$ cat src/hw/cache_pkg.sv
// Shared widths and structs for the cache; fixed 32-bit words, 4-word lines, 30-bit word address
package cache_pkg;

    // --------------------
    // Widths
    // --------------------
    localparam int word_w      = 32;   // Processor data word
    localparam int line_w      = 128;  // Cache line and memory bus
    localparam int addr_w      = 30;   // Processor word address
    localparam int line_addr_w = 28;   // Word address minus word offset

    // Processor request, held until stall is low
    typedef struct packed {
        logic                read;
        logic                write;
        logic [addr_w-1:0]   addr;
        logic [word_w-1:0]   wdata;
    } proc_req_t;

    // Memory request, held until mem_ready
    typedef struct packed {
        logic                   read;
        logic                   write;
        logic [line_addr_w-1:0] addr;
        logic [line_w-1:0]      wdata;
    } mem_req_t;

    // Per-way report for the indexed set
    typedef struct packed {
        logic                   hit;
        logic                   valid;
        logic                   dirty;
        logic [line_addr_w-1:0] line_addr;  // Tag and index rebuilt
    } way_status_t;

    // Line picked for eviction
    typedef struct packed {
        logic                   dirty;
        logic [line_addr_w-1:0] line_addr;
        logic [line_w-1:0]      data;
    } victim_t;

endpackage

$ cat src/hw/cache_way.sv
// One cache way; set_bits of 1 to 4, fill and write hit never occur in the same cycle
`timescale 1ns/1ps

module cache_way #(
    parameter int set_bits = 2
) (
    input  logic                         clk,
    input  logic                         rst_n,
    input  cache_pkg::proc_req_t         proc_req,
    input  logic                         fill_en,
    input  logic                         fill_dirty,
    input  logic [cache_pkg::line_w-1:0] fill_line,
    output cache_pkg::way_status_t       status,
    output logic [cache_pkg::word_w-1:0] word,
    output logic [cache_pkg::line_w-1:0] line
);
    import cache_pkg::*;

    localparam int sets  = 1 << set_bits;
    localparam int tag_w = line_addr_w - set_bits;

    logic [sets-1:0]     valid_q;
    logic [sets-1:0]     dirty_q;
    logic [tag_w-1:0]    tag_q  [sets];
    logic [line_w-1:0]   data_q [sets];

    logic [1:0]          offset;
    logic [set_bits-1:0] index;
    logic [tag_w-1:0]    tag;
    logic                hit;
    logic                write_hit;

    // --------------------
    // Lookup
    // --------------------
    assign offset    = proc_req.addr[1:0];
    assign index     = proc_req.addr[2 +: set_bits];
    assign tag       = proc_req.addr[addr_w-1 -: tag_w];
    assign hit       = valid_q[index] && (tag_q[index] == tag);
    assign write_hit = proc_req.write && hit;

    assign line = data_q[index];
    assign word = line[offset*word_w +: word_w];

    assign status = '{hit: hit,
                      valid: valid_q[index],
                      dirty: dirty_q[index],
                      line_addr: {tag_q[index], index}};

    // --------------------
    // State bits
    // --------------------
    always_ff @(posedge clk) begin
        if (!rst_n) begin
            valid_q <= '0;
            dirty_q <= '0;
        end else if (fill_en) begin
            valid_q[index] <= 1'b1;
            dirty_q[index] <= fill_dirty;  // Set when a write missed
        end else if (write_hit) begin
            dirty_q[index] <= 1'b1;
        end
    end

    // Tag and line storage
    always_ff @(posedge clk) begin
        if (fill_en) begin
            tag_q[index]  <= tag;
            data_q[index] <= fill_line;
        end else if (write_hit) begin
            data_q[index][offset*word_w +: word_w] <= proc_req.wdata;  // Word merge
        end
    end

endmodule

$ cat src/hw/hit_select.sv
// Merges the two ways and keeps one LRU bit per set; read data is zero unless a read hits
`timescale 1ns/1ps

module hit_select #(
    parameter int set_bits = 2
) (
    input  logic                         clk,
    input  logic                         rst_n,
    input  cache_pkg::proc_req_t         proc_req,
    input  cache_pkg::way_status_t       status0,
    input  cache_pkg::way_status_t       status1,
    input  logic [cache_pkg::word_w-1:0] word0,
    input  logic [cache_pkg::word_w-1:0] word1,
    input  logic [cache_pkg::line_w-1:0] line0,
    input  logic [cache_pkg::line_w-1:0] line1,
    output logic [cache_pkg::word_w-1:0] rdata,
    output logic                         stall,
    output logic                         miss,
    output logic                         victim_way,
    output cache_pkg::victim_t           victim
);
    import cache_pkg::*;

    localparam int sets = 1 << set_bits;

    logic [sets-1:0]     lru_q;  // Holds the least recently used way
    logic [set_bits-1:0] index;
    logic                active;
    logic                any_hit;
    way_status_t         vic_status;

    assign index   = proc_req.addr[2 +: set_bits];
    assign active  = proc_req.read || proc_req.write;
    assign any_hit = status0.hit || status1.hit;

    // --------------------
    // Processor reply
    // --------------------
    assign rdata = (proc_req.read && status0.hit) ? word0 :
                   (proc_req.read && status1.hit) ? word1 : '0;
    assign miss  = active && !any_hit;
    assign stall = miss;  // Only a miss holds the processor

    // --------------------
    // Victim choice
    // --------------------
    assign victim_way       = lru_q[index];
    assign vic_status       = victim_way ? status1 : status0;
    assign victim.dirty     = vic_status.valid && vic_status.dirty;
    assign victim.line_addr = vic_status.line_addr;
    assign victim.data      = victim_way ? line1 : line0;

    // Point at the way that did not hit
    always_ff @(posedge clk) begin
        if (!rst_n) begin
            lru_q <= '0;
        end else if (active && any_hit) begin
            lru_q[index] <= status0.hit;
        end
    end

endmodule

$ cat src/hw/refill_ctrl.sv
// Miss handler; memory must answer each request with exactly one mem_ready pulse
`timescale 1ns/1ps

module refill_ctrl (
    input  logic                         clk,
    input  logic                         rst_n,
    input  cache_pkg::proc_req_t         proc_req,
    input  logic                         miss,
    input  logic                         victim_way,
    input  cache_pkg::victim_t           victim,
    input  logic [cache_pkg::line_w-1:0] mem_rdata,
    input  logic                         mem_ready,
    output cache_pkg::mem_req_t          mem_req,
    output logic [1:0]                   fill_en,
    output logic                         fill_dirty,
    output logic [cache_pkg::line_w-1:0] fill_line
);
    import cache_pkg::*;

    typedef enum logic [1:0] {
        idle,
        write_back,
        fetch
    } refill_state_t;

    refill_state_t          state_q;
    logic                   fill_way_q;  // Victim way latched at miss start
    logic [line_addr_w-1:0] req_line;
    logic                   fill_now;

    assign req_line = proc_req.addr[addr_w-1:2];

    // --------------------
    // Memory request FSM
    // --------------------
    always_ff @(posedge clk) begin
        if (!rst_n) begin
            state_q       <= idle;
            fill_way_q    <= 1'b0;
            mem_req.read  <= 1'b0;
            mem_req.write <= 1'b0;
        end else begin
            case (state_q)
                idle: begin
                    if (miss) begin
                        fill_way_q <= victim_way;
                        if (victim.dirty) begin
                            // Old line goes out first
                            state_q       <= write_back;
                            mem_req.write <= 1'b1;
                            mem_req.addr  <= victim.line_addr;
                            mem_req.wdata <= victim.data;
                        end else begin
                            state_q      <= fetch;
                            mem_req.read <= 1'b1;
                            mem_req.addr <= req_line;
                        end
                    end
                end
                write_back: begin
                    if (mem_ready) begin
                        state_q       <= fetch;
                        mem_req.write <= 1'b0;
                        mem_req.read  <= 1'b1;
                        mem_req.addr  <= req_line;
                    end
                end
                fetch: begin
                    if (mem_ready) begin
                        state_q      <= idle;  // Next cycle hits
                        mem_req.read <= 1'b0;
                    end
                end
                default: begin
                    state_q <= idle;
                end
            endcase
        end
    end

    // --------------------
    // Line fill
    // --------------------
    assign fill_now   = (state_q == fetch) && mem_ready;
    assign fill_en    = fill_now ? (fill_way_q ? 2'b10 : 2'b01) : 2'b00;
    assign fill_dirty = proc_req.write;  // Write miss leaves the line dirty
    assign fill_line  = mem_rdata;       // Valid only in the ready cycle

endmodule

$ cat src/hw/l2_cache.sv
// Two-way write-back data cache top; set_bits from 1 to 4, processor holds requests while stalled
`timescale 1ns/1ps

module l2_cache #(
    parameter int set_bits = 2
) (
    input  logic                         clk,
    input  logic                         rst_n,
    input  cache_pkg::proc_req_t         proc_req,
    output logic [cache_pkg::word_w-1:0] rdata,
    output logic                         stall,
    output cache_pkg::mem_req_t          mem_req,
    input  logic [cache_pkg::line_w-1:0] mem_rdata,
    input  logic                         mem_ready
);
    import cache_pkg::*;

    way_status_t       status0;
    way_status_t       status1;
    logic [word_w-1:0] word0;
    logic [word_w-1:0] word1;
    logic [line_w-1:0] line0;
    logic [line_w-1:0] line1;
    logic              miss;
    logic              victim_way;
    victim_t           victim;
    logic [1:0]        fill_en;     // One bit per way
    logic              fill_dirty;
    logic [line_w-1:0] fill_line;

    // --------------------
    // Ways
    // --------------------
    cache_way #(.set_bits(set_bits)) u_way0 (
        .clk        (clk),
        .rst_n      (rst_n),
        .proc_req   (proc_req),
        .fill_en    (fill_en[0]),
        .fill_dirty (fill_dirty),
        .fill_line  (fill_line),
        .status     (status0),
        .word       (word0),
        .line       (line0)
    );

    cache_way #(.set_bits(set_bits)) u_way1 (
        .clk        (clk),
        .rst_n      (rst_n),
        .proc_req   (proc_req),
        .fill_en    (fill_en[1]),
        .fill_dirty (fill_dirty),
        .fill_line  (fill_line),
        .status     (status1),
        .word       (word1),
        .line       (line1)
    );

    // --------------------
    // Hit merge and refill
    // --------------------
    hit_select #(.set_bits(set_bits)) u_hit_select (
        .clk        (clk),
        .rst_n      (rst_n),
        .proc_req   (proc_req),
        .status0    (status0),
        .status1    (status1),
        .word0      (word0),
        .word1      (word1),
        .line0      (line0),
        .line1      (line1),
        .rdata      (rdata),
        .stall      (stall),
        .miss       (miss),
        .victim_way (victim_way),
        .victim     (victim)
    );

    refill_ctrl u_refill_ctrl (
        .clk        (clk),
        .rst_n      (rst_n),
        .proc_req   (proc_req),
        .miss       (miss),
        .victim_way (victim_way),
        .victim     (victim),
        .mem_rdata  (mem_rdata),
        .mem_ready  (mem_ready),
        .mem_req    (mem_req),
        .fill_en    (fill_en),
        .fill_dirty (fill_dirty),
        .fill_line  (fill_line)
    );

endmodule

$ cat config.mk
export PLATFORM = sky130hd
export DESIGN_NAME = l2_cache
export DESIGN_NICKNAME = d
export VERILOG_FILES = /design/src/hw/cache_pkg.sv /design/src/hw/cache_way.sv /design/src/hw/hit_select.sv /design/src/hw/refill_ctrl.sv /design/src/hw/l2_cache.sv
export SDC_FILE = /design/constraint.sdc
export NUM_CORES = 2
export LEC_CHECK = 0
export BUFFER_PORTS_ARGS = -buffer_cell sky130_fd_sc_hd__buf_4
export CAP_MARGIN = 20
export CORE_ASPECT_RATIO = 1.25
export CORE_MARGIN = 2
export CORE_UTILIZATION = 44
export DETAILED_ROUTE_END_ITERATION = 16
export PLACE_DENSITY = 0.74
export SLEW_MARGIN = 10
export SYNTH_ARGS = -nofsm -noshare
export SYNTH_HDL_FRONTEND = slang
export SYNTH_SLANG_ARGS = --single-unit
export TNS_END_PERCENT = 1
$ cat constraint.sdc
create_clock -name clk -period 5.8 [get_ports clk]
set_clock_uncertainty 0.2 [all_clocks]
set_input_delay 0.29 -clock clk [delete_from_list [all_inputs] [get_ports clk]]
set_output_delay 0.29 -clock clk [all_outputs]
set_load 0.01 [all_outputs]
==> results.py <==
metrics = {
    "run_status": {
        "status": "finished clean",
    },
    "grt": {
        "first_global_vias": 34600,
        "grt_antenna_before_repair": 17,
        "globalRouteOverflowTotal": 0,
        "total_global_route_track_usage_pct": 26.1,
        "grt_first_pass_wirelength_mm": 255,
        "grt_start_max_net_pins": 133,
    },
    "logic_synthesis": {
        "yosys.cell_count.top_type": "sky130_fd_sc_hd__edfxtp_1",
        "syn_area_um2": 60100,
        "avg_inst_size_synth_um2": 19.3,
        "syn_inst": 3106,
        "synth-async-reset-ratio_pct": 0,
        "synth_sequential_area_ratio_pct": 70.2,
        "synth_enable_flop_cells": 1388,
        "ys.flop_type": "sky130_fd_sc_hd__edfxtp_1",
        "synth_top_area_share_pct": 69.4,
        "yosys_register_bits": 1413,
        "synth.net_count": 3310,
        "netlist.top_cell.by_area": "sky130_fd_sc_hd__edfxtp_1",
        "yosys-top-cells-count": "1,388 x sky130_fd_sc_hd__edfxtp_1, 389 x sky130_fd_sc_hd__mux4_2, 206 x sky130_fd_sc_hd__mux2_2, 159 x sky130_fd_sc_hd__nor2_1, 118 x sky130_fd_sc_hd__mux2_1",
        "yosysWarnings": 0,
        "synthTopCellsByArea": "sky130_fd_sc_hd__edfxtp_1 69%, sky130_fd_sc_hd__mux4_2 15%, sky130_fd_sc_hd__mux2_2 3.9%",
        "yosysUniqueCellTypes": 65,
    },
    "sta": {
        "max-slew-margin-rel_pct": 24.0,
        "setup-tns-final_ps": 0,
        "report.final.hold_viol_count": 0,
        "rsz_0062_raised_after_global_routing": "no",
        "final_max_slew_viol_count": 0,
        "highest_achievable_clock_rate_mhz": 181,
        "worst-slew-pin-transition_ps": 1140,
        "fin_crit_sh_pct": 95.5,
        "min_period_ps": 5540,
        "report.final.setup_viol": 0,
    },
    "drt": {
        "num_vias": 34900,
        "wl_per_cell_um": 32.5,
        "drc": 0,
        "postRouteAntennaNets": 0,
        "route.detailed.vias_per_inst": 6.18,
        "wl_mm": 183,
        "drtIter0Drc": 4245,
        "drt_pass1_iterations": 6,
    },
    "cells_and_area": {
        "layout-drive-gt1-share_pct": 34.8,
        "fillers": 10300,
        "final_design_area_no_fill_um2": 72300,
        "nNetsFinal": 3952,
        "area_growth_syn_to_layout_pct": 20.4,
    },
    "place": {
        "gp_congestion": 0.921,
        "postPlaceCellArea_um2": 65800,
        "placement.io_buffers": 385,
        "place.detailed.hpwl_mm": 123,
    },
    "clock_tree": {
        "postCtsSetupRepairBufs": 0,
        "clock_tree.htree_level_count": 4,
        "insertion_delay_of_the_later_clocked_pin_in_the_worst_skew_pair_ps": 760,
        "clk_transition_reported_paths_ps": 60,
        "clockBufferDepth": 3,
        "clockRootBuffer": "sky130_fd_sc_hd__clkbuf_16",
        "cts_made_buffers": 142,
        "cts_num_sinks": 1413,
        "tritoncts": "done",
    },
    "floorplanning": {
        "floorplan.die.width_um": 335,
        "num_io_pins": 386,
        "die_height_um": 417,
        "std_cell_rows": 151,
        "die_area_um2": 140000,
        "initial_core_util_pct": 44.3,
        "core_um2": 135000,
    },
    "power": {
        "cellPowerDensity_nw_per_um2": 304,
        "power.static_leakage_nw": 23.8,
        "power_mw": 22.0,
        "worst_ir_drop_vdd_uv": 294,
    },
    "critical_path": {
        "critical_path.startpoint": "proc_req[34]",
        "worst_setup_path_end_kind": "output pin",
        "critical_path.slowest_cell": "sky130_fd_sc_hd__or4_2",
        "critical_path_required_ps": 5310,
        "timing.rr.end": "u_way1.data_q[0][43]",
        "launching_element_type_of_the_critical_path": "input pin",
        "most_frequent_cell_on_critical_path": "sky130_fd_sc_hd__buf_4",
        "crit_type": "input pin to output pin",
        "ff2ff_setup_slack_ps": 870,
        "timing.critical_path.to": "rdata[8]",
        "critical_path_arrival_ps": 5050,
        "reg2reg_from": "u_way1.tag_q[3][1]",
        "r2r_cells": 10,
        "worst_path_largest_cell_delay_ps": 690,
        "worst-path-max-fanout": 35,
        "cp_cell_sequence": "dlygate4sd3_1 -> buf_8 -> buf_12 -> mux4_2 -> xnor2_1 -> nand4_1 -> or4_1 -> or4_2 -> buf_4 -> nand3_2 -> buf_4 -> o22ai_1 -> buf_4",
    },
    "worst_hold_path": {
        "beginning_of_the_worst_hold_path": "proc_req[41]",
        "hold_path_class": "input pin to register",
    },
    "run": {
        "drv.max_cap_violation_count": 0,
    },
}
[stage by stage]
step           worst slack, ps  instances  hold WS (ps)  util (%)
2_1_floorplan              634       3106           189         -
3_3_place_gp               836       5166           243      48.6
3_5_place_dp               797       5167           253      48.6
4_1_cts                    297       5626           117      53.4
5_1_grt                    145       5630           151      53.4
6_report                   261       5636           156      53.4
[layout make-up]
type | instances | area, um^2 | area share, %
Timing Repair Buffer | 692 | 6000 | 8.29
Tap cell | 1759 | 2200 | 3.04
Antenna cell | 10 | 25.0 | 0.0346
Sequential cell | 1413 | 42200 | 58.3
Inverter | 76 | 285 | 0.395
Clock inverter | 71 | 712 | 0.985
Clock buffer | 192 | 3800 | 5.26
Multi-Input combinational cell | 1423 | 17100 | 23.7
[worst max-delay path: cells and delay by family]
family | cells | cell delay (ps)
simple gates | 4 | 1500
mux | 1 | 540
compound gates | 1 | 280
buf+inv | 6 | 2070
xor+xnor | 1 | 280
[worst min path at each step]
stage                     slack [ps]  cells past startpoint            endpoint
after global placement           240                      1   u_way1.valid_q[0]
after global routing             150                      2  u_way1.tag_q[3][0]
after floorplan                  190                      0  u_way0.tag_q[0][0]
after CTS                        120                      2  u_way0.tag_q[3][5]
after detailed placement         250                      1   u_way0.valid_q[0]
final                            160                      2  u_way0.tag_q[3][5]
[kinds of logic after synthesis]
group | count (synthesis) | share of synthesized area (%)
AO/OA/AOI/OAI | 230 | 2.57
AND/OR/NAND/NOR | 362 | 2.77
XOR/XNOR | 53 | 0.773
buffers and inverters | 270 | 1.89
flip-flops | 1413 | 70.2
adder cells (fa/ha/maj) | 9 | 0.187
multiplexers | 769 | 21.6
[timing repair]
item | 4_1_cts | 5_1_grt
hold endpoints to repair | 1284 | 0
gates resized for setup | 0 | 0
hold buffers | 196 | 0
[flip-flops by register name, summed over array words and instances, names as in the netlist]
name,count
u_way1.dirty_q,4
u_way0.data_q,512
u_refill_ctrl.state_q,2
u_way0.tag_q,104
u_way0.valid_q,4
u_refill_ctrl.mem_req,158
u_way1.data_q,512
u_hit_select.lru_q,4
u_way0.dirty_q,4
u_refill_ctrl.fill_way_q,1
u_way1.tag_q,104
u_way1.valid_q,4
[power breakdown]
part           switching, mW  total [mW]  internal, mW
clock network           3.97        8.91          4.94
logic                  0.975        1.68         0.703
registers             0.0294        11.4          11.3
[per-layer routing]
layer  global-route usage, %  share of wire (%)  vias up  wire, um
met2                    42.6                 49     2375     88900
met3                    5.17                9.9      432     18100
met4                    16.1                7.0       12     12900
met1                    32.1                 34    18100     63100
met5                       0              0.047        -        86
li1                        -                  -    14000         -
[cells in the final DEF (no fill, tap or decap), types with 34 or more instances in the layout]
cell                            synthesis  final
sky130_fd_sc_hd__o22ai_1               34     34
sky130_fd_sc_hd__edfxtp_1            1388   1388
sky130_fd_sc_hd__o21ai_1               64     64
sky130_fd_sc_hd__buf_4                  6    470
sky130_fd_sc_hd__xnor2_1               39     39
sky130_fd_sc_hd__clkbuf_1             105     45
sky130_fd_sc_hd__mux2_1               118    118
sky130_fd_sc_hd__inv_1                 71     71
sky130_fd_sc_hd__nand2_1               92     91
sky130_fd_sc_hd__mux2_2               206    206
sky130_fd_sc_hd__dlygate4sd3_1          0    196
sky130_fd_sc_hd__nand2b_1              38     37
sky130_fd_sc_hd__clkbuf_16              0    143
sky130_fd_sc_hd__mux2i_1               55     55
sky130_fd_sc_hd__mux4_2               389    388
sky130_fd_sc_hd__nor2_1               159    122
Note: power is estimated with default switching activity, not from simulation.
